===== src/common/ats21IsaPkg.sv =====
package ats21IsaPkg;

  ////////////////////////////////////////////////////////////////////////////
  // instruction field widths
  ////////////////////////////////////////////////////////////////////////////

  localparam int clockIdxW = 4;   // up to 16 clocks
  localparam int alarmIdxW = 5;   // up to 24 alarms
  localparam int beatW     = 16;  // one req transfer

  // mode word permission bits, counted inside the target field
  localparam int modeClockPermBit = 3;  // word bit 27
  localparam int modeAlarmPermBit = 1;  // word bit 25

  typedef enum logic [2:0] {
    opNop      = 3'b000,
    opSetClock = 3'b001,
    opEnClock  = 3'b010,
    opSetMode  = 3'b011,
    opSetAlarm = 3'b101,
    opSetTimer = 3'b110,
    opEnAlarm  = 3'b111
  } opcodeT;  // 3'b100 left undefined

  // full 32-bit word, upper beat first
  typedef struct packed {
    opcodeT                opcode;    // 31:29
    logic [alarmIdxW-1:0]  target;    // alarm number, clock number in top 4 bits
    logic                  flag;      // enable / repeat / active
    logic                  rateLo;    // rate is flag and this bit
    logic [1:0]            aux;       // spare
    logic [clockIdxW-1:0]  clockSel;  // clock an alarm runs against
    logic [beatW-1:0]      value;     // count, alarm time or interval
  } instWordT;

  // one client's command after decode
  typedef struct packed {
    opcodeT                opcode;
    logic [clockIdxW-1:0]  clockIdx;
    logic [alarmIdxW-1:0]  alarmIdx;
    logic                  flag;
    logic [1:0]            rate;
    logic [clockIdxW-1:0]  clockSel;
    logic [beatW-1:0]      value;     // absolute expiry for timers
    logic                  accepted;  // passed conflict and permission checks
  } clientCmdT;

endpackage


===== src/rtl/clientCapture.sv =====
module clientCapture (
  input  logic                           clk_1x,
  input  logic                           reset,
  input  logic                           req,
  input  logic [ats21IsaPkg::beatW-1:0]  beat,
  output ats21IsaPkg::instWordT          word,
  output logic                           wordValid,  // lower-half cycle
  output logic                           busy        // between beats
);

  logic                           pending;  // upper half held
  logic [ats21IsaPkg::beatW-1:0]  upper;

  // upper half needs req, an idle client and a non-zero opcode
  always_ff @(posedge clk_1x or posedge reset) begin
    if (reset) begin
      pending <= 1'b0;
    end else if (!pending && req && (beat[15:13] != 3'b000)) begin
      pending <= 1'b1;
    end else begin
      pending <= 1'b0;  // lower half taken whatever req is
    end
  end

  // payload only, follows pending
  always_ff @(posedge clk_1x) begin
    if (!pending && req) begin
      upper <= beat;
    end
  end

  // stored upper half joined with the live beat
  always_comb begin
    if (pending) begin
      word = {upper, beat};
    end else begin
      word = '0;  // reads as Nop
    end
  end

  assign wordValid = pending;
  assign busy      = pending;

endmodule


===== config.mk =====
export PLATFORM = sky130hd
export DESIGN_NAME = clientCapture
export DESIGN_NICKNAME = d
export VERILOG_FILES = /design/src/common/ats21IsaPkg.sv /design/src/rtl/clientCapture.sv
export SDC_FILE = /design/constraint.sdc
export NUM_CORES = 1
export LEC_CHECK = 0
export BUFFER_PORTS_ARGS = -buffer_cell sky130_fd_sc_hd__buf_2
export CORE_UTILIZATION = 42
export CTS_BUF_LIST = sky130_fd_sc_hd__clkbuf_4 sky130_fd_sc_hd__clkbuf_8 sky130_fd_sc_hd__clkbuf_16
export DETAILED_ROUTE_END_ITERATION = 10
export PLACE_DENSITY = 0.91
export SLEW_MARGIN = 20
export SYNTH_ARGS = -nofsm -noshare
export SYNTH_HDL_FRONTEND = slang
export SYNTH_SLANG_ARGS = --single-unit

===== constraint.sdc =====
create_clock -name clk_1x -period 3 [get_ports clk_1x]
set_clock_uncertainty 0.05 [all_clocks]
set_input_delay 0.15 -clock clk_1x [delete_from_list [all_inputs] [get_ports clk_1x]]
set_output_delay 0.15 -clock clk_1x [all_outputs]
set_load 0.005 [all_outputs]

==> metrics.txt <==
Initial Utilization=47.3%; MaxCap Viol Count=0; Post-DP HPWL=~1 mm; clock sink count=17; Worst VDD drop=0.271 mV; Hold WC Path Type=in -> reg; antenna violations before repair=0; Crit path max-delay family=flip-flops; global-route wire length before repair=2.88 mm; I/O pin count=53; Resized Gates After CTS=0; CP Data Arrival Time=around 1500 ps; clock latency at the later pin of the worst-skew pair=280 ps; area used by multi-input combinational logic=221 µm²; ys async rst share=just under 6%; worst reg2reg path startpoint=busy; max incr delay on CP=790 ps; row count=14; Tot Pwr=roughly 0.5 mW; dpl cell area=1020 µm²; Via density=4.44; Die H=44.4 µm; Fill cells=111; Power Density=416 nW/µm²; max-slew violations=0; Root Buffer=clkbuf_4; FF+latch count, synth=17; IO buf count=52; setup_tns=0 ps; routed via count=648; hold path endpoint=upper[13]; area growth from synthesis to layout=57.8%; WL/cell=approximately 13 µm; Longest Clk Path Bufs=2; Max transition margin=54.7%; Final Cell Area=1190 µm²; Remaining Overflow, GRT=0; unrepaired setup endpoints after global routing=no; Hold Crit Start=beat[13]; pre-CTS setup slack=1390 ps; Mapped Nets=75; synth unique cells=9; Detailed Route WL=1.87 mm; Top FF cell, synth=edfxtp_1; cts bufs inserted=3; final hold vios=0; kind of critical path=reg -> out; largest net degree at the start of global routing=36; Post-CTS Setup Bufs=0; Avg Cell Area, Syn=13.5 µm²; hold buffer count at CTS=14; setup ws final=roughly 1300 ps; YS warnings=0; Req. time, crit path=2800 ps; final RePlAce weighted congestion=0.717; CP max FO=35; hold slack=between 15 and 20 ps; vias in the first global route=627; fraction of layout cells with a size suffix above 1=between 40 and 50%; Setup crit start kind=register; hold depth=1; crit end category=primary output; share of the synthesized area in the top cell type=63.8%; synth cell count leaders=30 x and2_1, 16 x edfxtp_1, 3 x clkbuf_2; ranking of synthesized cells by area=edfxtp_1 64%, and2_1 25%, dfrtp_1 3.3%; post-synthesis sequential area ratio=67.1%; H-tree Lvls=1; Fmax achieved=around 0.6 GHz; Tcrit/Tclk final=a little under three fifths; DRT Pass-1 Iters=4; worst path cell trace=and2_2 > buf_2; count leader, synth=and2_1; clock-pin slew of the registers on the worst-case setup and hold paths=100 ps; slowest CP cell=dfrtp_1; Core ar.=1590 µm²; Die ar.=just under 2000 µm²; Setup violations, final=0; Synth area leader=edfxtp_1; sequential cell area=about 510 µm²; r2r endpoint=upper[15]; R2R depth=1; Die W=44.4 µm; worst slew pin tran=680 ps; Buf+Inv Stages, Crit Path=1; r2r setup slk=~1400 ps; Total GRT Usage=20.6%; EDFF count, synth=16; synthesized area=753 µm²; DRC=0; Nets=142; cell count after synthesis=56; CTS tree=yes; DR iter-0 viols=14; Leak=0.588 nW; Antenna diodes=0; fin crit period=roughly 1700 ps; Final ANT Viol Nets=0; status=finished clean
-- how the worst max path moves through the flow --
stage / start / end / slack, ps / cells after the start
global placement: busy / upper[5] / 1450 / 1
finish: busy / word[28] / 1330 / 2
floorplan: busy / upper[0] / 1790 / 1
detailed placement: busy / upper[7] / 1390 / 1
CTS: busy / word[29] / 1340 / 2
global route: busy / word[28] / 1180 / 2
-- kinds of logic (layout without fill, tap and decap cells) --
kind of cell	count (synthesis)	in the layout	share of synthesized area [%]
DFF	17	17	67.1
and+or+nand+nor	33	33	28.1
AOI/OAI and AO/OA	1	1	1.33
buffers and inverters	5	71	3.49
-- report_power, final --
part           switching (mW)  internal (mW)  total (mW)
sequential            0.00964          0.276       0.286
clock                  0.0734         0.0495       0.123
combinational          0.0346         0.0507      0.0854
-- stage by stage --
stage                     utilization, %  std cells
after floorplan                        -         56
after global placement              64.1        128
after detailed placement            64.1        128
after CTS                           74.6        146
after global routing                74.6        146
final                               74.6        146
-- per-layer routing --
metal	up-vias	share of wire, %	GRT usage (%)
met5	-	0	0
met4	0	0.21	5.45
met3	2	8.0	3.67
met2	38	49	35.6
met1	294	43	26.8
li1	314	-	-
-- state kept, by name, indices dropped and copies added (netlist names) --
register	flops
busy	1
upper	16
-- area by class of cell --
| class | instances | area share (%) |
|---|---|---|
| Clock buffer | 3 | 1.89 |
| Inverter | 1 | 0.316 |
| Clock inverter | 1 | 0.421 |
| Timing Repair Buffer | 66 | 33.7 |
| Tap cell | 24 | 2.53 |
| Sequential cell | 17 | 42.5 |
| Multi-Input combinational cell | 34 | 18.6 |
-- placed cells by master, fill, tap and decap left out --
cell type	n
dfrtp_1	1
clkinv_2	1
clkbuf_4	3
and2b_2	1
edfxtp_1	16
dlygate4sd3_1	14
o31a_2	1
buf_2	52
and2_1	30
inv_1	1
and2_2	2
(Power assumes the default switching activity.)
