$ cat config.mk
export PLATFORM = sky130hd
export DESIGN_NAME = clockBank
export DESIGN_NICKNAME = d
export VERILOG_FILES = /design/src/common/ats21IsaPkg.sv /design/src/common/ats21StatePkg.sv /design/src/timebase/clockBank.sv
export SDC_FILE = /design/constraint.sdc
export NUM_CORES = 1
export LEC_CHECK = 0
export BUFFER_PORTS_ARGS = -buffer_cell sky130_fd_sc_hd__buf_2
export CAP_MARGIN = 0
export CORE_AREA = 2 2 271 273
export CTS_BUF_LIST = sky130_fd_sc_hd__clkbuf_2
export DETAILED_ROUTE_END_ITERATION = 10
export DIE_AREA = 0 0 273 275
export PLACE_DENSITY = 0.53
export SYNTH_ARGS = -nofsm -noshare
export SYNTH_HDL_FRONTEND = slang
export SYNTH_SLANG_ARGS = --single-unit
$ cat constraint.sdc
create_clock -name clk_1x -period 9.5 [get_ports clk_1x]
set_clock_uncertainty 0.2 [all_clocks]
set_input_delay 0.95 -clock clk_1x [delete_from_list [all_inputs] [get_ports clk_1x]]
set_output_delay 0.95 -clock clk_1x [all_outputs]
set_load 0.05 [all_outputs]
$ cat src/common/ats21IsaPkg.sv
package ats21IsaPkg;

  ////////////////////////////////////////////////////////////////////////////
  // instruction field widths
  ////////////////////////////////////////////////////////////////////////////

  localparam int clockIdxW = 4;   // up to 16 clocks
  localparam int alarmIdxW = 5;   // up to 24 alarms
  localparam int beatW     = 16;  // one req transfer

  // mode word permission bits, counted inside the target field
  localparam int modeClockPermBit = 3;  // word bit 27
  localparam int modeAlarmPermBit = 1;  // word bit 25

  typedef enum logic [2:0] {
    opNop      = 3'b000,
    opSetClock = 3'b001,
    opEnClock  = 3'b010,
    opSetMode  = 3'b011,
    opSetAlarm = 3'b101,
    opSetTimer = 3'b110,
    opEnAlarm  = 3'b111
  } opcodeT;  // 3'b100 left undefined

  // full 32-bit word, upper beat first
  typedef struct packed {
    opcodeT                opcode;    // 31:29
    logic [alarmIdxW-1:0]  target;    // alarm number, clock number in top 4 bits
    logic                  flag;      // enable / repeat / active
    logic                  rateLo;    // rate is flag and this bit
    logic [1:0]            aux;       // spare
    logic [clockIdxW-1:0]  clockSel;  // clock an alarm runs against
    logic [beatW-1:0]      value;     // count, alarm time or interval
  } instWordT;

  // one client's command after decode
  typedef struct packed {
    opcodeT                opcode;
    logic [clockIdxW-1:0]  clockIdx;
    logic [alarmIdxW-1:0]  alarmIdx;
    logic                  flag;
    logic [1:0]            rate;
    logic [clockIdxW-1:0]  clockSel;
    logic [beatW-1:0]      value;     // absolute expiry for timers
    logic                  accepted;  // passed conflict and permission checks
  } clientCmdT;

endpackage

$ cat src/common/ats21StatePkg.sv
package ats21StatePkg;

  typedef enum logic [1:0] {
    rate1x   = 2'b00,
    rateDiv2 = 2'b01,
    rateDiv4 = 2'b10
  } rateT;  // 2'b11 never ticks

  // one enable per rate, all from clk_1x
  typedef struct packed {
    logic div4;
    logic div2;
    logic x1;
  } tickT;

  // global control register
  typedef struct packed {
    logic active;      // device running
    logic clockPermA;
    logic alarmPermA;
    logic clockPermB;
    logic alarmPermB;
  } modeT;

  typedef enum logic {
    clientA = 1'b0,
    clientB = 1'b1
  } clientIdT;  // also the stat bit position

  ////////////////////////////////////////////////////////////////////////////
  // rate select
  ////////////////////////////////////////////////////////////////////////////

  // true when a clock at this rate advances this cycle
  function automatic logic rateTick(rateT rate, tickT ticks);
    logic hit;
    case (rate)
      rate1x:   hit = ticks.x1;
      rateDiv2: hit = ticks.div2;
      rateDiv4: hit = ticks.div4;
      default:  hit = 1'b0;
    endcase
    return hit;
  endfunction

endpackage

$ cat src/timebase/clockBank.sv
module clockBank #(
  parameter int numClocks    = 16,
  parameter int counterWidth = 16
) (
  input  logic                                   clk_1x,
  input  logic                                   reset,
  input  ats21IsaPkg::clientCmdT                 cmdA,
  input  ats21IsaPkg::clientCmdT                 cmdB,
  input  logic                                   active,
  output logic [numClocks-1:0][counterWidth-1:0] counts,
  output ats21StatePkg::rateT [numClocks-1:0]    rates,
  output ats21StatePkg::tickT                    ticks
);

  typedef struct packed {
    logic                    enable;
    ats21StatePkg::rateT     rate;
    logic [counterWidth-1:0] count;
  } clockT;

  clockT [numClocks-1:0] clocks;
  logic [1:0]            phase;  // free running from reset

  // rate enables, no derived clocks
  assign ticks.x1   = 1'b1;
  assign ticks.div2 = phase[0];  // every 2nd cycle
  assign ticks.div4 = &phase;    // every 4th cycle

  function automatic clockT applyCmd(clockT cl, ats21IsaPkg::clientCmdT c, int idx);
    if (c.accepted && (int'(c.clockIdx) == idx)) begin
      case (c.opcode)
        ats21IsaPkg::opSetClock: begin
          cl.enable = 1'b1;
          cl.rate   = ats21StatePkg::rateT'(c.rate);
          cl.count  = c.value[counterWidth-1:0];
        end
        ats21IsaPkg::opEnClock: cl.enable = c.flag;  // enable bit only
        default: ;
      endcase
    end
    return cl;
  endfunction

  always_ff @(posedge clk_1x or posedge reset) begin
    clockT nextClk;
    if (reset) begin
      phase  <= '0;
      clocks <= '0;
    end else begin
      phase <= phase + 2'd1;
      for (int i = 0; i < numClocks; i++) begin
        nextClk = clocks[i];
        if (nextClk.enable && ats21StatePkg::rateTick(nextClk.rate, ticks)) begin
          nextClk.count = nextClk.count + 1'b1;  // wraps
        end
        nextClk = applyCmd(nextClk, cmdA, i);  // commands override the count
        nextClk = applyCmd(nextClk, cmdB, i);
        if (!active) begin
          nextClk.enable = 1'b0;  // inactive device stops every clock
        end
        clocks[i] <= nextClk;
      end
    end
  end

  always_comb begin
    for (int i = 0; i < numClocks; i++) begin
      counts[i] = clocks[i].count;
      rates[i]  = clocks[i].rate;
    end
  end

endmodule

==> summary.txt <==
Status
  • Run status: finished, final reports clean

STA
  • Slew of the pin with the lowest slew margin: 1290 ps
  • Final setup violation count: 0
  • Max frequency: 255 MHz
  • Period Utilization, post-route: 41.2%
  • Final worst slack: 5590 ps
  • Slew margin rel.: 13.9%
  • Final hold violation count: 0
  • Final period demand of the worst path: 3910 ps
  • Final Slew Violations: 0
  • Unrepaired setup endpoints after global routing: no
  • TNS Setup: 0 ps

Drt
  • Final wirelength: 99.4 mm
  • Routed vias: 21100
  • Detail Route Antenna Nets: 0
  • Vias/cell: 5.66
  • Drt drc: 0
  • DR iter-0 viols: 2392
  • First drt pass iteration count: 6
  • Wire per inst: 26.6 um

Placed design
  • Dpl hpwl: 68.8 mm
  • GP Congestion: 0.883
  • Placed Cells: 3546
  • Placement Setup Slack: 5640 ps
  • IO Port Bufs: 346

Yosys
  • Dominant synthesized flop cell: dfrtp_1
  • Synth area leader: dfrtp_1
  • Yosys reg bits: 306
  • Syn nets: 2769
  • Number of synthesized flops with an enable pin: 0
  • Synth cell count leaders: 306 x dfrtp_1, 295 x buf_4, 232 x a21oi_1
  • Area fraction of the dominant cell type after synthesis: 34.5%
  • Mapped Avg Cell Area: 8.30 um2
  • Cells after Synth: 2677
  • Yosys warning total: 0
  • Register area share after synthesis: 34.5%
  • Number of distinct library cells after synthesis: 82
  • Top-count cell post-synth: dfrtp_1
  • Synth async-reset ratio: 100%
  • Synth top area cells: dfrtp_1 34%, buf_4 10%, a21oi_1 5.2%
  • Post-Syn Area: 22200 um2

Final layout
  • Area Overhead vs Synth: 4.95%
  • Fin util: 32.2%
  • Ratio of cells with drive above 1 in the final layout: 20.2%
  • Final non-filler cell total: 3735
  • Nets@finish: 2788

Floorplan
  • Initial Util: 30.7%
  • Die Wd: 273 um
  • Core Footprint: 72300 um2
  • Die H: 275 um
  • Die area: 75100 um2
  • Io pins: 366
  • FP Rows: 99

Power and ir drop
  • Leakage: 9.16 nW
  • NetSw: 0.00378 W
  • Comb pwr share: 50.1%
  • P_int: 0.00296 W
  • Clock power share: 15.4%
  • Power, Total: 0.00674 W
  • Sw Share: 56.0%
  • VDD IR max: 0.159 mV
  • P per Cell Area: 289 nW/um2
  • Sequential cell fraction of total power: 34.5%

Worst setup path
  • CP Capture Type: output pin
  • CP Launch Type: register
  • FF-to-FF path depth: 7
  • Worst Path Class, Setup: reg2out
  • R2R Path End: counts[164]
  • Worst r2r src: phase[0]
  • CP required: 8350 ps
  • Max incr delay on CP: 550 ps
  • Reg2Reg Setup Slack: 6500 ps
  • CP max FO: 10
  • Worst EP arrival: 2760 ps
  • Cell with the biggest individual delay on the critical path: ha_1
  • Cell Chain, Critical Path: ha_1, buf_4, buf_2

GRT
  • Met1 Usage GRT: 33.7%
  • Largest net degree at the start of global routing: 72
  • Remaining Overflow, GRT: 0
  • First-pass GRT wire length: 142 mm
  • M2 GR Usage: 40.0%
  • M3 GR Usage: 7.35%
  • GRT Overall Usage: 25.7%
  • Vias in the first global route: 19900
  • Initial antenna violation count: 11
  • Global route hottest layer: met2

Clock network
  • Clk sinks: 306
  • Clock H-tree levels: 3
  • Maximum clock path buffer count: 3
  • Root Buffer: clkbuf_2
  • CTS tree: done
  • Worst skew pair latency: 1180 ps
  • Total CTS buffers: 91
  • Number of gates resized after CTS: 0
  • Clock slew at reported path FFs: 130 ps

Worst hold path
  • Hold Path End: counts[74]
  • Cells on Worst Hold Path: 3
  • Hold Crit Start: cmdA[11]
  • Min-Delay Path Class: in2reg

Flow run
  • Maxcap violations: 0
==> what timing repair did <==
| item | 4_1_cts | 5_1_grt |
|---|---|---|
| buffers inserted | 0 | 0 |
| hold endpoints to repair | 65 | 0 |
| hold buffers | 16 | 0 |
==> flip-flops by register name, indices dropped and copies added (netlist names) <==
signal  count
rates      32
clocks     16
phase       2
counts    256
==> logic make-up after synthesis <==
group	Yosys count	synth area share [%]
and+or+nand+nor	912	22.2
AOI/OAI and AO/OA	706	18.4
buffers and inverters	478	13.6
DFF	306	34.5
xor gates and xnor gates	222	8.75
muxes	35	1.59
adders and majority gates	17	0.957
other	1	0.0169
==> stage by stage <==
step | hold slack (ps) | area, um2
2_1_floorplan | 243 | 22200
3_3_place_gp | 254 | 22400
3_5_place_dp | 261 | 22400
4_1_cts | 9.09 | 23300
5_1_grt | 8.80 | 23300
6_report | 102 | 23300
==> placed cells by master (no fill, tap or decap), types with 89 or more instances in the layout <==
| cell | synthesis | routed |
|---|---|---|
| buf_2 | 62 | 346 |
| dfrtp_1 | 306 | 306 |
| a21oi_1 | 232 | 232 |
| o21ai_0 | 230 | 230 |
| nand2_1 | 205 | 205 |
| clkbuf_2 | 0 | 128 |
| nor2_1 | 122 | 122 |
| nand3_1 | 121 | 121 |
| xnor2_1 | 114 | 114 |
| xor2_1 | 108 | 108 |
| o22ai_1 | 97 | 97 |
| nand4_1 | 89 | 89 |
==> power by group through the flow <==
| stage | registers [W] | logic, W | clock network, W |
|---|---|---|---|
| floorplan | 0.00213 | 0.00321 | 0 |
| global placement | 0.00234 | 0.00336 | 0 |
| detailed placement | 0.00234 | 0.00337 | 0 |
| CTS | 0.00232 | 0.00339 | 0.00106 |
| global route | 0.00240 | 0.00359 | 0.00113 |
| finish | 0.00233 | 0.00338 | 0.00104 |
==> metal layers <==
metal,share of wire [%],up-vias
li1,-,9441
met1,41,10400
met2,45,1053
met3,9.8,218
met4,3.9,14
met5,0.094,-
==> area by class of cell <==
type | instances | area, um2
clock buffer | 128 | 641
sequential | 306 | 7660
tap | 959 | 1200
multi-input combinational | 1893 | 11500
clock inverter | 35 | 135
antenna | 10 | 25.0
inverter | 24 | 93.8
fill | 7946 | 49000
timing repair buffer | 380 | 2030
==> how the worst max path moves through the flow <==
stage                        start     endpoint  depth (start not counted)
after floorplan              reset  clocks[113]                          1
after global placement    cmdA[33]   counts[31]                          7
after detailed placement  cmdA[33]   counts[31]                          7
after CTS                 phase[0]     ticks[2]                          3
after global routing      phase[0]     ticks[2]                          3
final                     phase[0]     ticks[2]                          3
==> worst max-delay path, delay by kind of cell, from the launching register on <==
kind	cells	cell delay, ps
buf+inv	2	680
fa+ha+maj	1	550
flops	1	360
(Power assumes the default switching activity.)
