### config.mk
export PLATFORM = sky130hd
export DESIGN_NAME = modeStatus
export DESIGN_NICKNAME = d
export VERILOG_FILES = /design/src/common/ats21IsaPkg.sv /design/src/common/ats21StatePkg.sv /design/src/rtl/modeStatus.sv
export SDC_FILE = /design/constraint.sdc
export NUM_CORES = 1
export LEC_CHECK = 0
export ABC_AREA = 1
export BUFFER_PORTS_ARGS = -buffer_cell sky130_fd_sc_hd__buf_2
export CORE_AREA = 2 2 43 45
export DETAILED_ROUTE_END_ITERATION = 10
export DIE_AREA = 0 0 45 47
export GPL_ROUTABILITY_DRIVEN = 0
export HOLD_SLACK_MARGIN = 0.15
export PLACE_DENSITY = 0.78
export SLEW_MARGIN = 15
export SYNTH_ARGS = -nofsm -noshare
export SYNTH_HDL_FRONTEND = slang
export SYNTH_SLANG_ARGS = --single-unit
export TNS_END_PERCENT = 100
### constraint.sdc
create_clock -name clk_1x -period 1.5 [get_ports clk_1x]
set_input_delay 0.225 -clock clk_1x [delete_from_list [all_inputs] [get_ports clk_1x]]
set_output_delay 0.225 -clock clk_1x [all_outputs]
set_load 0.02 [all_outputs]
### src/common/ats21IsaPkg.sv
package ats21IsaPkg;

  ////////////////////////////////////////////////////////////////////////////
  // instruction field widths
  ////////////////////////////////////////////////////////////////////////////

  localparam int clockIdxW = 4;   // up to 16 clocks
  localparam int alarmIdxW = 5;   // up to 24 alarms
  localparam int beatW     = 16;  // one req transfer

  // mode word permission bits, counted inside the target field
  localparam int modeClockPermBit = 3;  // word bit 27
  localparam int modeAlarmPermBit = 1;  // word bit 25

  typedef enum logic [2:0] {
    opNop      = 3'b000,
    opSetClock = 3'b001,
    opEnClock  = 3'b010,
    opSetMode  = 3'b011,
    opSetAlarm = 3'b101,
    opSetTimer = 3'b110,
    opEnAlarm  = 3'b111
  } opcodeT;  // 3'b100 left undefined

  // full 32-bit word, upper beat first
  typedef struct packed {
    opcodeT                opcode;    // 31:29
    logic [alarmIdxW-1:0]  target;    // alarm number, clock number in top 4 bits
    logic                  flag;      // enable / repeat / active
    logic                  rateLo;    // rate is flag and this bit
    logic [1:0]            aux;       // spare
    logic [clockIdxW-1:0]  clockSel;  // clock an alarm runs against
    logic [beatW-1:0]      value;     // count, alarm time or interval
  } instWordT;

  // one client's command after decode
  typedef struct packed {
    opcodeT                opcode;
    logic [clockIdxW-1:0]  clockIdx;
    logic [alarmIdxW-1:0]  alarmIdx;
    logic                  flag;
    logic [1:0]            rate;
    logic [clockIdxW-1:0]  clockSel;
    logic [beatW-1:0]      value;     // absolute expiry for timers
    logic                  accepted;  // passed conflict and permission checks
  } clientCmdT;

endpackage

### src/common/ats21StatePkg.sv
package ats21StatePkg;

  typedef enum logic [1:0] {
    rate1x   = 2'b00,
    rateDiv2 = 2'b01,
    rateDiv4 = 2'b10
  } rateT;  // 2'b11 never ticks

  // one enable per rate, all from clk_1x
  typedef struct packed {
    logic div4;
    logic div2;
    logic x1;
  } tickT;

  // global control register
  typedef struct packed {
    logic active;      // device running
    logic clockPermA;
    logic alarmPermA;
    logic clockPermB;
    logic alarmPermB;
  } modeT;

  typedef enum logic {
    clientA = 1'b0,
    clientB = 1'b1
  } clientIdT;  // also the stat bit position

  ////////////////////////////////////////////////////////////////////////////
  // rate select
  ////////////////////////////////////////////////////////////////////////////

  // true when a clock at this rate advances this cycle
  function automatic logic rateTick(rateT rate, tickT ticks);
    logic hit;
    case (rate)
      rate1x:   hit = ticks.x1;
      rateDiv2: hit = ticks.div2;
      rateDiv4: hit = ticks.div4;
      default:  hit = 1'b0;
    endcase
    return hit;
  endfunction

endpackage

### src/rtl/modeStatus.sv
module modeStatus (
  input  logic                    clk_1x,
  input  logic                    reset,
  input  ats21IsaPkg::clientCmdT  cmdA,
  input  ats21IsaPkg::clientCmdT  cmdB,
  input  logic                    busyA,
  input  logic                    busyB,
  output ats21StatePkg::modeT     mode,
  output logic [1:0]              stat,
  output logic                    ready
);

  logic modeWrA, modeWrB;

  // both at once is a conflict, so never together
  assign modeWrA = cmdA.accepted && (cmdA.opcode == ats21IsaPkg::opSetMode);
  assign modeWrB = cmdB.accepted && (cmdB.opcode == ats21IsaPkg::opSetMode);

  always_ff @(posedge clk_1x or posedge reset) begin
    if (reset) begin
      mode <= '1;  // active, all permissions granted
      stat <= '0;
    end else begin
      if (modeWrA) begin
        mode.active     <= cmdA.flag;
        mode.clockPermA <= cmdA.alarmIdx[ats21IsaPkg::modeClockPermBit];
        mode.alarmPermA <= cmdA.alarmIdx[ats21IsaPkg::modeAlarmPermBit];
      end
      if (modeWrB) begin
        mode.active     <= cmdB.flag;
        mode.clockPermB <= cmdB.alarmIdx[ats21IsaPkg::modeClockPermBit];
        mode.alarmPermB <= cmdB.alarmIdx[ats21IsaPkg::modeAlarmPermBit];
      end
      // lower-half edge of either client, held until the next one
      if (busyA || busyB) begin
        stat[ats21StatePkg::clientA] <= cmdA.accepted;
        stat[ats21StatePkg::clientB] <= cmdB.accepted;
      end
    end
  end

  assign ready = !(busyA || busyB);  // low while an upper half is held

endmodule

==> reports/results.ini, run 1 <==
[synthesis]
syn-cell-area_sq_um = 354
yosysMostFrequentCell = nand2_1
synth.top_cell.area_share_pct = 37.1
synth_compound_area_share_pct = 5.65
syn_avg_cell_area_sq_um = 8.23
synth_simple_gate_area_share_pct = 33.2
postSynth.topFlopCell = dfstp_2
muxShareOfSynthArea_pct = 0
synth_xor_area_share_pct = 0
synth_common_cells = 14 x nand2_1, 5 x dfstp_2, 5 x inv_1
async_reset_ff_share_pct = 100
yosysWarnings = 0
ys_types = 14
synth_seq_area_share_pct = 51.2
synth_edf_count = 0
synth_fa_ha_area_share_pct = 0
netlist_instances = 43
synth_top_family_by_area = simple AND/OR/NAND/NOR gates
synth-seq-cells = 7
synth_nets = 119
synth.area.top_cells = dfstp_2 37%, nand2_1 15%, dfrtp_1 14%, nand3_1 5.7%, inv_1 5.3%
yosys.area.top_type = dfstp_2

[worst_setup_path]
reg2reg_depth = 4
cp_top_family = flip-flops
path_cells = buf_2
worstPathRequired_ns = 1.27
start_kind = flop
critPathKind = reg -> out
arrival_ns = 0.94
path_max_fanout = 2
cp-end-kind = primary output
path_depth = 1
slowest_delay_ns = 0.53
slowest_stage = dfstp_2
cp_num_buf_inv = 1

[grt]
grt_pass1_wl_um = 1520
grt_overflow = 0
antenna_found_initial = 0
grt_pass1_vias = 383
grt_usage_pct = 10.6
grt_max_degree = 8

[power]
ir_drop_uv = 533
switching_share_pct = 31.3
switching_power_uw = 182
p_per_area_nw_per_um2 = 1080
p_int_uw = 400
power_leakage_uw = 0.000306
p_comb_share_pct = 27.0
sequentialPowerShare_pct = 44.0
p_clk_share_pct = 29.0

[finish]
area_growth_pct = 51.6
nNetsFinal = 150
antenna-diode-count = 0
drive_above_1_share_pct = 54.8
fillerInstances = 199
fin_area_sq_um = 537

[die]
coreArea_sq_um = 1650
num_rows = 15
ios = 84
die_area_sq_um = 2120
dieHeight_um = 47
dieWidth_um = 45
start_util_pct = 21.4

[clock_tree]
numCtsBuffers = 3
htree_levels = 1
cts_tree = done
cts.sinks = 7
clock_latency_ns = 0.24
ctsHoldBuffers = 1
clk_pin_slew_ns = 0.05
clockBufferDepth = 2
cts_resized = 0
post-cts-setup-buffer-count = 0
clockRootBuffer = clkbuf_4

[timing]
period_minus_slack_ns = 1.16
setup_tns_ns = 0
max-slew-margin-rel_pct = 81.8
worst_pin_slew_ns = 0.272
drv_slew = 0
hold_viol_final = 0
whs_ns = 0.179
min_period_over_period_pct = 77.6
fmax_mhz = 859
grt_setup_unrepaired = false
setup_viol = 0
finClkSkew_ns = 0

[route]
dr.first_iter.drc_count = 6
wl_um = 920
drt_pre_antenna_iters = 4
dr_total_vias = 389
drc = 0
routedWlPerCell_um = 10.2
antenna_left = 0
vias_per_cell = 4.32

[placement]
place_area_sq_um = 500
io_buffers = 25
dpl.hpwl_um = 777

[run_status]
outcome = finished, final reports clean

[worst_hold_path]
whs_path_depth = 3
min_path_type = in -> reg

[job]
maxCapViolCount = 0

==> power by group through the flow <==
stage	Combinational, uW	Clock (uW)	Sequential [uW]
2_1_floorplan	49.3	0	299
3_3_place_gp	152	0	255
3_5_place_dp	157	0	258
4_1_cts	159	178	256
5_1_grt	174	195	259
6_report	157	169	256
==> stage by stage <==
step           std cells  setup WS, ns  util, %  power (uW)
3_3_place_gp          85         0.606     30.3         407
5_1_grt               90         0.288     32.5         628
2_1_floorplan         43         0.678        -         348
4_1_cts               90         0.325     32.5         594
3_5_place_dp          85         0.552     30.3         415
6_report              90         0.336     32.5         582
==> kinds of logic (layout without fill, tap and decap cells) <==
group | count (synthesis) | after routing
and+or+nand+nor | 23 | 23
DFF | 7 | 7
AOI/OAI and AO/OA | 4 | 4
buffers and inverters | 9 | 39
==> worst min-delay path, cell delays in order <==
cell,delay [ns]
buf_2,0.09
inv_1,0.04
o21ai_1,0.06
==> layout make-up <==
class	instances	area, sq um	share of cell area (%)
sequential	7	181	33.8
multi-input combinational	27	138	25.6
timing repair buffer	26	135	25.2
inverter	9	35.0	6.53
clock buffer	4	26.3	4.90
tap	17	21.3	3.96
==> per-layer routing <==
metal	track usage, %	up-vias	routed length (um)
li1	-	190	-
met1	9.62	177	343
met2	19.1	22	477
met3	6.92	0	99
met4	3.53	0	0
met5	0	-	0
==> state kept, by name (all words and copies together), names as in the netlist <==
register and cells:
stat 2, mode 5
==> worst paths after layout <==
path | from | end | slack [ns]
setup / recovery | mode[4]$_DFFE_PP1P_ | mode[4] | 0.34
hold / removal | cmdB[27] | mode[1]$_DFFE_PP1P_ | 0.18
setup reg to reg | mode[4]$_DFFE_PP1P_ | mode[4]$_DFFE_PP1P_ | 0.72
hold reg to reg | mode[1]$_DFFE_PP1P_ | mode[1]$_DFFE_PP1P_ | 0.47
max in group asynchronous | reset | mode[0]$_DFFE_PP1P_ | 0.78
min in group asynchronous | reset | stat[0]$_DFFE_PP0N_ | 0.45
==> cell usage in the layout, fill, tap and decap left out <==
cell,n
nor2_4,1
inv_1,5
buf_2,25
dfrtp_1,2
nand2_1,14
inv_2,3
nor2_1,1
clkbuf_1,1
o21ai_0,2
clkbuf_4,3
dlygate4sd3_1,1
o21ai_1,2
dfstp_2,5
nand3_1,4
nand4_1,1
clkinv_2,1
nand3_4,1
nand2_2,1
Note: power is estimated with default switching activity, not from simulation.
==> inputs of run 2 (changes only) <==
CORE_AREA = 2 2 45 47   (was 2 2 43 45)
DIE_AREA = 0 0 47 49   (was 0 0 45 47)
PLACE_DENSITY = 0.72   (was 0.78)
clock period = 1.1 ns   (was 1.5 ns; I/O delays follow)
==> run 2 against run 1 <==
Core utilization is 0.58 points higher. Worst hold slack worse by 0.023 ns. Combinational power is 60% higher. Critical endpoint unchanged. Sequential cell count stayed put. Sequential share of layout area is 4.0 points lower. Clock power is 38% higher. Clock-buffer cell count stayed put. Non-clock buffer count is 4 higher. Clock skew stayed put. Register-to-register slack worse by 0.40 ns.
==> reports/results.ini, run 2 (synthesis gave the netlist of run 1 again) <==
[finish]
layout_common_cells = 20 x buf_2, 14 x nand2_1, 5 x inv_1, 5 x dlygate4sd3_1, 5 x dfstp_2
largest_reg_flops = 5  ; unchanged
nNetsFinal = 154  ; +2.7%
antenna-diode-count = 0  ; unchanged
drive_above_1_share_pct = 51.9  ; -2.8 points
regMostFlops = mode
largest_registers = mode (5), stat (2)
final_common_cell = buf_2
area_growth_pct = 72.1

[job]
maxCapViolCount = 0  ; unchanged

[power]
ir_drop_uv = 482  ; -9.6%
power_leakage_uw = 0.000328  ; +7.1%
p_per_area_nw_per_um2 = 1370  ; +27%
power_uw = 836  ; +44%

[route]
routedWlPerCell_um = 8.47  ; -17%
drc = 0  ; unchanged
vias_per_cell = 3.79  ; -12%
wl_um = 881  ; -4.2%
dr_total_vias = 394  ; +1.3%
drt_pre_antenna_iters = 4  ; unchanged
dr.first_iter.drc_count = 7  ; +1
antenna_left = 0  ; unchanged

[clock_tree]
clockBufferDepth = 2  ; unchanged
cts.sinks = 7  ; unchanged
clk_pin_slew_ns = 0.06  ; about the same
cts_tree = done
clockRootBuffer = clkbuf_4
htree_levels = 1  ; unchanged
clock_latency_ns = 0.25  ; about the same
numCtsBuffers = 3  ; unchanged
post-cts-setup-buffer-count = 0  ; unchanged

[grt]
grt_overflow = 0  ; unchanged
grt_usage_pct = 8.09  ; -2.5 points
antenna_found_initial = 0  ; unchanged
grt_max_degree = 8  ; unchanged
grt_pass1_wl_um = 1310  ; -14%
grt_pass1_vias = 342  ; -11%

[worst_setup_path]
cp-end-kind = primary output
slowest_stage = dfstp_2
critPathKind = reg -> out
cp_top_family = flip-flops
reg2reg_depth = 4  ; unchanged
cp-startpoint = mode[4]$_DFFE_PP1P_
endpoint = mode[4]
start_kind = flop
path_cells = buf_4
arrival_ns = 0.91  ; -0.03 ns
path_max_fanout = 2  ; unchanged
cp_num_buf_inv = 1  ; unchanged
slowest_delay_ns = 0.53  ; about the same
rrSetupSlack_ns = 0.32  ; -0.40 ns
rr_startpoint = mode[4]$_DFFE_PP1P_
path_depth = 1  ; unchanged
worstPathRequired_ns = 0.94  ; -0.33 ns
r2r_end = mode[4]$_DFFE_PP1P_

[timing]
fmax_mhz = 926
min_period_over_period_pct = 98.2
worst_pin_slew_ns = 0.284  ; +0.0114 ns
setup_tns_ns = 0  ; unchanged
setup_viol = 0  ; unchanged
hold_viol_final = 0  ; unchanged
period_minus_slack_ns = 1.08
max-slew-margin-rel_pct = 81.1  ; -0.76 points
drv_slew = 0  ; unchanged
whs_ns = 0.155  ; -0.0234 ns
grt_setup_unrepaired = false
finClkSkew_ns = 0  ; unchanged

[die]
die_area_sq_um = 2300  ; +8.9%
num_rows = 16  ; +1
coreArea_sq_um = 1840  ; +12%
dieHeight_um = 49  ; +4.3%
dieWidth_um = 47  ; +4.4%
ios = 84  ; unchanged
start_util_pct = 19.2  ; -2.2 points

[run_status]
outcome = finished, final reports clean

[placement]
io_buffers = 25  ; unchanged
dpl.hpwl_um = 709  ; -8.8%

[worst_hold_path]
min_path_type = in -> reg

==> run 2: cell count changes in the layout (fill, tap and decap cells not counted) <==
cell and delta:
dlygate4sd3_1 +4, buf_6 +2, buf_2 -5, buf_4 +3
==> run 2: worst min path at each step <==
stage	startpoint	end	slack [ns]	cells after the start
floorplan	reset	stat[0]$_DFFE_PP0N_	-0.04	1
finish	cmdB[23]	mode[4]$_DFFE_PP1P_	0.16	3
CTS	cmdB[23]	mode[4]$_DFFE_PP1P_	0.16	3
detailed placement	reset	stat[0]$_DFFE_PP0N_	0.12	2
global route	cmdB[23]	mode[4]$_DFFE_PP1P_	0.16	3
global placement	reset	stat[1]$_DFFE_PP0N_	0.11	2
==> run 2: what timing repair did <==
action	4_1_cts	5_1_grt
resized for setup	3	4
setup endpoints to repair	3	3
hold buffers	5	0
gates cloned	0	0
hold endpoints to repair	11	0
==> run 2: cell type report <==
class | count | area [sq um]
clock buffer | 4 | 26.3
fill | 208 | 1230
inverter | 9 | 35.0
multi-input combinational | 27 | 138
sequential | 7 | 181
tap | 27 | 33.8
timing repair buffer | 30 | 195
==> run 2: per-layer routing <==
layer / GRT usage (%) / wire [um]
met5: 0 / 0
met1: 9.59 / 377
met2: 12.8 / 423
met4: 2.78 / 0
met3: 3.33 / 80
==> run 2: metrics by stage <==
stage,utilization (%),instances,worst slack (ns),cell area [sq um]
after floorplan,-,43,0.278,354
after global placement,27.9,95,0.268,513
after detailed placement,27.9,95,0.268,513
after CTS,32.4,104,0.00196,597
after global routing,33.1,104,0.00324,609
final,33.1,104,0.0201,609
==> run 2: where the power goes <==
| part | internal, uW | switching, uW |
|---|---|---|
| logic | 119 | 132 |
| registers | 326 | 25.0 |
| clock network | 138 | 95.7 |
