File: src/common/ats21IsaPkg.sv
package ats21IsaPkg;

  ////////////////////////////////////////////////////////////////////////////
  // instruction field widths
  ////////////////////////////////////////////////////////////////////////////

  localparam int clockIdxW = 4;   // up to 16 clocks
  localparam int alarmIdxW = 5;   // up to 24 alarms
  localparam int beatW     = 16;  // one req transfer

  // mode word permission bits, counted inside the target field
  localparam int modeClockPermBit = 3;  // word bit 27
  localparam int modeAlarmPermBit = 1;  // word bit 25

  typedef enum logic [2:0] {
    opNop      = 3'b000,
    opSetClock = 3'b001,
    opEnClock  = 3'b010,
    opSetMode  = 3'b011,
    opSetAlarm = 3'b101,
    opSetTimer = 3'b110,
    opEnAlarm  = 3'b111
  } opcodeT;  // 3'b100 left undefined

  // full 32-bit word, upper beat first
  typedef struct packed {
    opcodeT                opcode;    // 31:29
    logic [alarmIdxW-1:0]  target;    // alarm number, clock number in top 4 bits
    logic                  flag;      // enable / repeat / active
    logic                  rateLo;    // rate is flag and this bit
    logic [1:0]            aux;       // spare
    logic [clockIdxW-1:0]  clockSel;  // clock an alarm runs against
    logic [beatW-1:0]      value;     // count, alarm time or interval
  } instWordT;

  // one client's command after decode
  typedef struct packed {
    opcodeT                opcode;
    logic [clockIdxW-1:0]  clockIdx;
    logic [alarmIdxW-1:0]  alarmIdx;
    logic                  flag;
    logic [1:0]            rate;
    logic [clockIdxW-1:0]  clockSel;
    logic [beatW-1:0]      value;     // absolute expiry for timers
    logic                  accepted;  // passed conflict and permission checks
  } clientCmdT;

endpackage

File: src/common/ats21StatePkg.sv
package ats21StatePkg;

  typedef enum logic [1:0] {
    rate1x   = 2'b00,
    rateDiv2 = 2'b01,
    rateDiv4 = 2'b10
  } rateT;  // 2'b11 never ticks

  // one enable per rate, all from clk_1x
  typedef struct packed {
    logic div4;
    logic div2;
    logic x1;
  } tickT;

  // global control register
  typedef struct packed {
    logic active;      // device running
    logic clockPermA;
    logic alarmPermA;
    logic clockPermB;
    logic alarmPermB;
  } modeT;

  typedef enum logic {
    clientA = 1'b0,
    clientB = 1'b1
  } clientIdT;  // also the stat bit position

  ////////////////////////////////////////////////////////////////////////////
  // rate select
  ////////////////////////////////////////////////////////////////////////////

  // true when a clock at this rate advances this cycle
  function automatic logic rateTick(rateT rate, tickT ticks);
    logic hit;
    case (rate)
      rate1x:   hit = ticks.x1;
      rateDiv2: hit = ticks.div2;
      rateDiv4: hit = ticks.div4;
      default:  hit = 1'b0;
    endcase
    return hit;
  endfunction

endpackage

File: src/rtl/instDecode.sv
module instDecode #(
  parameter int numClocks    = 16,
  parameter int counterWidth = 16
) (
  input  ats21IsaPkg::instWordT                  wordA,
  input  ats21IsaPkg::instWordT                  wordB,
  input  logic                                   validA,
  input  logic                                   validB,
  input  ats21StatePkg::modeT                    mode,
  input  logic [numClocks-1:0][counterWidth-1:0] counts,
  output ats21IsaPkg::clientCmdT                 cmdA,
  output ats21IsaPkg::clientCmdT                 cmdB
);

  logic sameOp, clockClash, alarmClash, modeClash, crossClash;
  logic conflict;
  logic [counterWidth-1:0] baseA, baseB;  // clock count a timer starts from

  ////////////////////////////////////////////////////////////////////////////
  // opcode classes
  ////////////////////////////////////////////////////////////////////////////

  function automatic logic isClockOp(ats21IsaPkg::opcodeT op);
    return (op == ats21IsaPkg::opSetClock) || (op == ats21IsaPkg::opEnClock);
  endfunction

  function automatic logic isAlarmOp(ats21IsaPkg::opcodeT op);
    return (op == ats21IsaPkg::opSetAlarm) || (op == ats21IsaPkg::opSetTimer) ||
           (op == ats21IsaPkg::opEnAlarm);
  endfunction

  // builds one command, accepted bit last
  function automatic ats21IsaPkg::clientCmdT formCmd(
    ats21IsaPkg::instWordT   w,
    logic                    valid,
    logic                    clockPerm,
    logic                    alarmPerm,
    logic                    clash,
    logic [counterWidth-1:0] base
  );
    ats21IsaPkg::clientCmdT c;
    logic                   permOk;
    c.opcode   = w.opcode;
    c.clockIdx = w.target[ats21IsaPkg::alarmIdxW-1 -: ats21IsaPkg::clockIdxW];
    c.alarmIdx = w.target;
    c.flag     = w.flag;
    c.rate     = {w.flag, w.rateLo};
    c.clockSel = w.clockSel;
    if (w.opcode == ats21IsaPkg::opSetTimer) begin
      c.value = w.value + ats21IsaPkg::beatW'(base);  // absolute expiry
    end else begin
      c.value = w.value;
    end
    if (isClockOp(w.opcode)) begin
      permOk = clockPerm;
    end else if (isAlarmOp(w.opcode)) begin
      permOk = alarmPerm;
    end else begin
      permOk = (w.opcode == ats21IsaPkg::opSetMode);  // Nop and undefined fail here
    end
    c.accepted = valid && !clash && permOk;
    return c;
  endfunction

  assign baseA = counts[wordA.clockSel];
  assign baseB = counts[wordB.clockSel];

  ////////////////////////////////////////////////////////////////////////////
  // conflict between clients
  ////////////////////////////////////////////////////////////////////////////

  always_comb begin
    sameOp     = (wordA.opcode == wordB.opcode);
    clockClash = sameOp && isClockOp(wordA.opcode) &&
                 (wordA.target[4:1] == wordB.target[4:1]);  // clock field only
    alarmClash = sameOp && isAlarmOp(wordA.opcode) && (wordA.target == wordB.target);
    modeClash  = (wordA.opcode == ats21IsaPkg::opSetMode) &&
                 (wordB.opcode == ats21IsaPkg::opSetMode);
    crossClash = (wordA.target == wordB.target) &&
                 (((wordA.opcode == ats21IsaPkg::opSetAlarm) &&
                   (wordB.opcode == ats21IsaPkg::opSetTimer)) ||
                  ((wordA.opcode == ats21IsaPkg::opSetTimer) &&
                   (wordB.opcode == ats21IsaPkg::opSetAlarm)));
    conflict   = validA && validB && (clockClash || alarmClash || modeClash || crossClash);
  end

  assign cmdA = formCmd(wordA, validA, mode.clockPermA, mode.alarmPermA, conflict, baseA);
  assign cmdB = formCmd(wordB, validB, mode.clockPermB, mode.alarmPermB, conflict, baseB);

endmodule

File: config.mk
export PLATFORM = sky130hd
export DESIGN_NAME = instDecode
export DESIGN_NICKNAME = d
export VERILOG_FILES = /design/src/common/ats21IsaPkg.sv /design/src/common/ats21StatePkg.sv /design/src/rtl/instDecode.sv
export SDC_FILE = /design/constraint.sdc
export NUM_CORES = 1
export LEC_CHECK = 0
export BUFFER_PORTS_ARGS = -buffer_cell sky130_fd_sc_hd__buf_2
export CAP_MARGIN = 20
export CELL_PAD_IN_SITES_DETAIL_PLACEMENT = 1
export CELL_PAD_IN_SITES_GLOBAL_PLACEMENT = 2
export CORE_MARGIN = 4
export CORE_UTILIZATION = 27
export DETAILED_ROUTE_END_ITERATION = 8
export PLACE_DENSITY_LB_ADDON = 0.1
export SLEW_MARGIN = 15
export SYNTH_ARGS = -nofsm -noshare
export SYNTH_HDL_FRONTEND = slang
export SYNTH_SLANG_ARGS = --single-unit
File: constraint.sdc
create_clock -name vclk -period 12
set_input_delay 2.4 -clock vclk [all_inputs]
set_output_delay 2.4 -clock vclk [all_outputs]
set_load 0.05 [all_outputs]
==> impl_metrics.json, run 1 <==
{
  "synth_cell_type_count": 47,
  "hold_path_class": "in2out",
  "syn_nets": 850,
  "arrival_ps": 6860,
  "first_pass_iters": 4,
  "crit_fanout": 45,
  "grt-ovfl-total": 0,
  "initial_core_util": 0.276,
  "rsz0062_at_grt": "false",
  "swShare": 0.546,
  "grt_pass1_vias": 6682,
  "die_width_microns": 155,
  "syn_area_sq_um": 5830,
  "finalHoldViolations": 0,
  "viasPerCell": 5.58,
  "gp_congestion": 0.838,
  "synth.top_cells.by_count": "160 x mux4_2, 38 x buf_4, 35 x nand2_1",
  "core_sq_um": 21200,
  "design.seq.count": 0,
  "fin_crit_sh": 0.772,
  "numPlacedInstances": 1073,
  "portBuffers": 384,
  "synth_top_area_frac": 0.618,
  "comb_power_share": 1.000,
  "fmax_mhz": 108,
  "ys_seq_area_frac": 0,
  "p_int_mw": 0.210,
  "postCtsHoldBufs": 0,
  "peakVddDrop_uv": 29.8,
  "post-synth-top-count-cell": "mux4_2",
  "power_leakage_nw": 3.36,
  "rows": 53,
  "dp_hpwl_microns": 23800,
  "post_cts_buffers": 0,
  "grt_max_degree": 46,
  "wl_per_cell_microns": 25.6,
  "power_frac_clock": 0,
  "max_stage_delay_ps": 650,
  "area_delta_synth_final_pct": 31.9,
  "cts.repair.resized": 0,
  "grt_pass1_wl_microns": 40400,
  "clock_buffers": 0,
  "wl_met3_microns": 2250,
  "syn_avg_cell_area_sq_um": 11.9,
  "seq_area_sq_um": 0,
  "postRouteAntennaNets": 0,
  "stdcell_count": 1083,
  "drive_gt1_frac": 0.694,
  "top_layer_used": "met5",
  "status": "complete, no violations",
  "pwr-share-seq": 0,
  "endpoint_kind": "output port",
  "worst_pin_slew_ps": 995,
  "antenna_found_initial": 17,
  "fin_nets": 1159,
  "synth_top_area_cell": "mux4_2",
  "synth_area_leaders": "mux4_2 62%, ha_1 6.4%, buf_4 4.9%",
  "drc": 0,
  "grt_usage": 0.218,
  "switching_power_mw": 0.253,
  "drtIter0Drc": 243,
  "crit_path_start_kind": "input port",
  "critical-path-slowest-cell": "buf_4",
  "wirelength_microns": 27700,
  "synth_warnings": 0,
  "synth_cells": 491,
  "crit_type": "in2out",
  "crit_path_cell_trace": "buf_4, buf_4, mux4_2, mux4_2, ha_1, a21o_1, a211o_1, o31ai_1, xor2_1, nor2_1, xor2_1, buf_2",
  "slew_viol_final": 0,
  "setup_tns_ps": 0,
  "drv_cap": 0,
  "p_per_area_nw_per_um2": 60.2,
  "hold_slack_ps": 4800,
  "maxSlewHeadroom": 0.335,
  "setup_viol": 0,
  "post-route-min-period_ps": 9260,
  "cp.required_ps": 9600,
  "die_h_microns": 155,
  "wl_met1_microns": 10600,
  "ioPinCount": 399,
  "dieArea_sq_um": 24000,
  "vias": 6048,
  "dr_wl_met2_microns": 14500
}
[per-layer routing]
layer	vias up	track usage
met1	3027	0.264
met5	-	0
li1	2689	-
met2	284	0.395
met4	14	0.0399
met3	34	0.0570
[power by group through the flow]
stage / clock network, mW / registers, mW / logic, mW
6_report: 0.000000112 / 0 / 0.463
5_1_grt: 0.000000112 / 0 / 0.500
4_1_cts: 0 / 0 / 0.467
3_5_place_dp: 0 / 0 / 0.465
3_3_place_gp: 0 / 0 / 0.454
2_1_floorplan: 0 / 0 / 0.327
[cells by family (layout without fill, tap and decap cells)]
kind of cell	Yosys count	in the layout	synth area share
AOI/OAI and AO/OA	98	98	0.106
xor gates and xnor gates	36	36	0.0541
adders and majority gates	32	32	0.0713
buffers and inverters	91	398	0.0867
muxes	162	162	0.622
other	0	10	0
and+or+nand+nor	72	72	0.0593
[critical path, delay by kind of cell]
family	cells	cell delay (ps)
xor gates and xnor gates	2	290
buffers and inverters	3	1450
adders and majority gates	1	360
muxes	2	1120
and+or+nand+nor	1	150
AOI/OAI and AO/OA	3	1030
[metrics by stage]
step | instance area (sq um) | utilization | power (mW) | setup slack, ps
after detailed placement | 7660 | 0.362 | 0.465 | 2560
after global placement | 7660 | 0.362 | 0.454 | 2630
final | 7690 | 0.363 | 0.463 | 2740
after floorplan | 5830 | - | 0.327 | 3240
after CTS | 7660 | 0.362 | 0.467 | 2550
after global routing | 7690 | 0.363 | 0.500 | 2400
[final cells by class]
class                      count  area [sq um]
inverter                      10          37.5
fill                        2480         13500
multi-input combinational    400          5320
antenna                       10          25.0
tap                          275           344
timing repair buffer         388          1960
[placed cells by master, fill, tap and decap left out, drive strengths merged, types with 2 or more instances in the layout]
master,n
nor2b,3
xor2,23
fa,2
inv,10
a41oi,2
a211oi,3
nand2,35
a21oi,16
o21a,8
nand3b,2
nand2b,4
o221ai,2
o22ai,2
nor2,9
a221oi,3
o21bai,3
a21o,5
a2111oi,2
a31oi,3
nand4,2
nor3,6
xnor2,13
mux4,160
buf,388
o211ai,3
nand3,2
mux2,2
and3,2
ha,30
o21ai,40
diode,10
nor4bb,3
[path summary, 6_finish.rpt]
kind                  startpoint        to  slack [ps]  cells past startpoint
worst max-delay path   wordB[16]  cmdB[16]        2740                     12
worst min-delay path   wordA[23]  cmdA[23]        4800                      0
No activity file was read; power rests on OpenSTA's default activity.
==> run 2, diff against run 1 <==
Settings changed: CORE_UTILIZATION 27 to 23.
Clock period 12 ns to 8.2 ns, I/O delays scaled along.
==> impl_metrics.json, run 2 (synthesis gave the netlist of run 1 again) <==
{
  "viasPerCell": 5.33,
  "fin_nets": 1163,
  "die_h_microns": 167,
  "area_delta_synth_final_pct": 33.8,
  "maxSlewHeadroom": 0.347,
  "rsz0062_at_grt": "false",
  "setup_tns_ps": 0,
  "design.seq.count": 0,
  "placed_cell_area_sq_um": 7780,
  "setup_slack_ps": 822,
  "fill_cells": 2888,
  "grt_pass1_vias": 6997,
  "ioPinCount": 399,
  "wirelength_microns": 28400,
  "p_per_area_nw_per_um2": 87.3,
  "postCtsHoldBufs": 0,
  "postRouteAntennaNets": 0,
  "dieArea_sq_um": 28000,
  "power_leakage_nw": 3.39,
  "fin_crit_sh": 0.900,
  "crit_fanout": 33,
  "antenna_found_initial": 9,
  "wl_per_cell_microns": 25.0,
  "grt-ovfl-total": 0,
  "cts.repair.resized": 0,
  "peakVddDrop_uv": 29.0,
  "grt_usage": 0.193,
  "gp_congestion": 0.810,
  "layout_commonest_cell": "buf_2",
  "finish.instance_area_sq_um": 7800,
  "portBuffers": 384,
  "status": "complete, no violations",
  "first_pass_iters": 4,
  "core_sq_um": 24600,
  "rows": 57,
  "finalHoldViolations": 0,
  "worst_pin_slew_ps": 976,
  "mostFrequentLayoutCells": "382 x buf_2, 160 x mux4_2, 35 x nand2_1, 32 x o21ai_0, 30 x ha_1",
  "seq_area_sq_um": 0,
  "stdcell_count": 1134,
  "clock_buffers": 0,
  "drive_gt1_frac": 0.696,
  "finalPower_mw": 0.681,
  "drtIter0Drc": 245,
  "crit_path_start_kind": "input port",
  "fmax_mhz": 136,
  "grt_pass1_wl_microns": 42300,
  "setup_viol": 0,
  "hold_slack_ps": 3280,
  "arrival_ps": 5740,
  "crit_type": "in2out",
  "drv_cap": 0,
  "slew_viol_final": 0,
  "hold_path_class": "in2out",
  "fin_util": 0.317,
  "vias": 6045,
  "post-route-min-period_ps": 7380,
  "drc": 0,
  "die_width_microns": 167,
  "dp_hpwl_microns": 24800,
  "initial_core_util": 0.237,
  "cp.required_ps": 6560,
  "endpoint_kind": "output port",
  "grt_max_degree": 38,
  "post_cts_buffers": 0,
  "numPlacedInstances": 1126,
  "place_ws_ps": 768
}
run 2: changes by cell type in the layout (fill, tap and decap cells not counted):
cell     before  now
buf_4         6    8
buf_12        0    2
diode_2      10    8
run 2: path summary, 6_finish.rpt:
kind	from	endpoint	slack (ps)	cells past startpoint
worst max-delay path	wordA[16]	cmdA[15]	820	13
worst min-delay path	wordA[23]	cmdA[23]	3280	0
run 2: report_power, final:
group / switching [mW] / internal [mW]
combinational: 0.371 / 0.310
clock: 0 / 0.000000131
sequential: 0 / 0
total: 0.371 / 0.310
run 2: layout make-up:
type	instances	area, sq um	share of cell area
Multi-Input combinational cell	400	5320	0.683
Timing Repair Buffer	392	2010	0.258
Tap cell	324	405	0.0520
Inverter	10	37.5	0.00481
Antenna cell	8	20.0	0.00257
run 2: per-layer routing:
metal  track usage  part of all wire
met1         0.240              0.40
met3        0.0356             0.060
met2         0.355              0.52
met5             0           0.00025
met4        0.0353             0.015
run 2: critical path: stages:
cell and delay, ps:
buf_4 520, buf_12 350, mux4_2 550, mux4_2 510, ha_1 240, or4_1 490, o21ai_0 90, a31oi_1 110
a31oi_1 430, o21bai_1 170, xnor2_1 150, o21ai_1 130, buf_2 300
==> run 3, diff against run 2 <==
Settings changed: CORE_UTILIZATION 23 to 27.
Clock period 8.2 ns to 8.5 ns, I/O delays scaled along.
==> impl_metrics.json, run 3 (synthesis gave the netlist of run 1 again) <==
{
  "portBuffers": 384,
  "crit_type": "in2out",
  "fin_crit_sh": 0.880,
  "grt_pass1_vias": 6852,
  "core_sq_um": 21200,
  "seq_area_sq_um": 0,
  "die_h_microns": 155,
  "wl_per_cell_microns": 25.2,
  "dieArea_sq_um": 24000,
  "postRouteAntennaNets": 0,
  "drtIter0Drc": 265,
  "fmax_mhz": 134,
  "gp_congestion": 0.831,
  "maxSlewHeadroom": 0.366,
  "numPlacedInstances": 1078,
  "cts.repair.resized": 0,
  "layout_commonest_cell": "buf_2",
  "grt-ovfl-total": 0,
  "mostFrequentLayoutCells": "382 x buf_2, 160 x mux4_2, 35 x nand2_1, 32 x o21ai_0, 30 x ha_1",
  "crit_path_cell_trace": "buf_4, buf_4, mux4_2, mux4_2, ha_1, or4_1, o21ai_0, a31oi_1, a31oi_1, o21ai_1, xnor2_1, o21ai_1, buf_2",
  "endpoint_kind": "output port",
  "cp-startpoint": "wordA[16]",
  "finish.instance_area_sq_um": 7760,
  "setup_viol": 0,
  "hp-start": "wordA[23]",
  "drv_cap": 0,
  "post-route-min-period_ps": 7480,
  "critPathBufInv": 3,
  "first_pass_iters": 4,
  "drive_gt1_frac": 0.697,
  "setup_tns_ps": 0,
  "max_stage_delay_ps": 570,
  "crit_path_start_kind": "input port",
  "power_leakage_nw": 3.41,
  "grt_pass1_wl_microns": 40500,
  "viasPerCell": 5.52,
  "initial_core_util": 0.276,
  "grt_max_degree": 34,
  "rsz0062_at_grt": "false",
  "status": "complete, no violations",
  "cp.required_ps": 6800,
  "dp_hpwl_microns": 24000,
  "stdcell_count": 1086,
  "crit_fanout": 28,
  "setup_slack_ps": 1020,
  "grt_usage": 0.219,
  "finalPower_mw": 0.655,
  "slew_viol_final": 0,
  "area_delta_synth_final_pct": 33.2,
  "ioPinCount": 399,
  "rows": 53,
  "arrival_ps": 5780,
  "p_per_area_nw_per_um2": 84.3,
  "critical-path-slowest-cell": "mux4_2",
  "die_width_microns": 155,
  "wirelength_microns": 27400,
  "place_ws_ps": 955,
  "peakVddDrop_uv": 29.1,
  "crit_family": "multiplexers",
  "hold_path_class": "in2out",
  "fill_cells": 2487,
  "fin_nets": 1165,
  "drc": 0,
  "placed_cell_area_sq_um": 7740,
  "post_cts_buffers": 0,
  "antenna_found_initial": 14,
  "multi_input_area_sq_um": 5320,
  "clock_buffers": 0,
  "vias": 5993,
  "worst_pin_slew_ps": 949,
  "design.seq.count": 0,
  "finalHoldViolations": 0,
  "postCtsHoldBufs": 0
}
## run 3: cell types whose count changed in the layout (fill, tap and decap cells not counted), sizes merged
cell / delta
buf: +2
diode: -1
## run 3: stage by stage
| step | util | hold WS (ps) |
|---|---|---|
| 2_1_floorplan | - | 3570 |
| 3_3_place_gp | 0.366 | 3400 |
| 3_5_place_dp | 0.366 | 3400 |
| 4_1_cts | 0.366 | 3400 |
| 5_1_grt | 0.367 | 3400 |
| 6_report | 0.367 | 3400 |
## run 3: routing by layer
layer / routed length [microns] / GRT usage
met5: 80 / 0
met4: 561 / 0.0437
met3: 2200 / 0.0537
met2: 14500 / 0.403
met1: 10100 / 0.259
## run 3: layout make-up
type,instances,share of cell area
Tap cell,275,0.0443
Multi-Input combinational cell,400,0.685
Antenna cell,7,0.00226
Inverter,10,0.00483
Timing Repair Buffer,394,0.263
## run 3: path summary, 6_finish.rpt
check	to	depth (start not counted)
max	cmdA[13]	13
min	cmdA[23]	0
## run 3: report_power, final
part           leakage (nW)   total (mW)  switching, mW  internal (mW)
logic                  3.41        0.655          0.355          0.300
clock network     0.0000444  0.000000110              0    0.000000110
registers                 0            0              0              0
total                  3.41        0.655          0.355          0.300
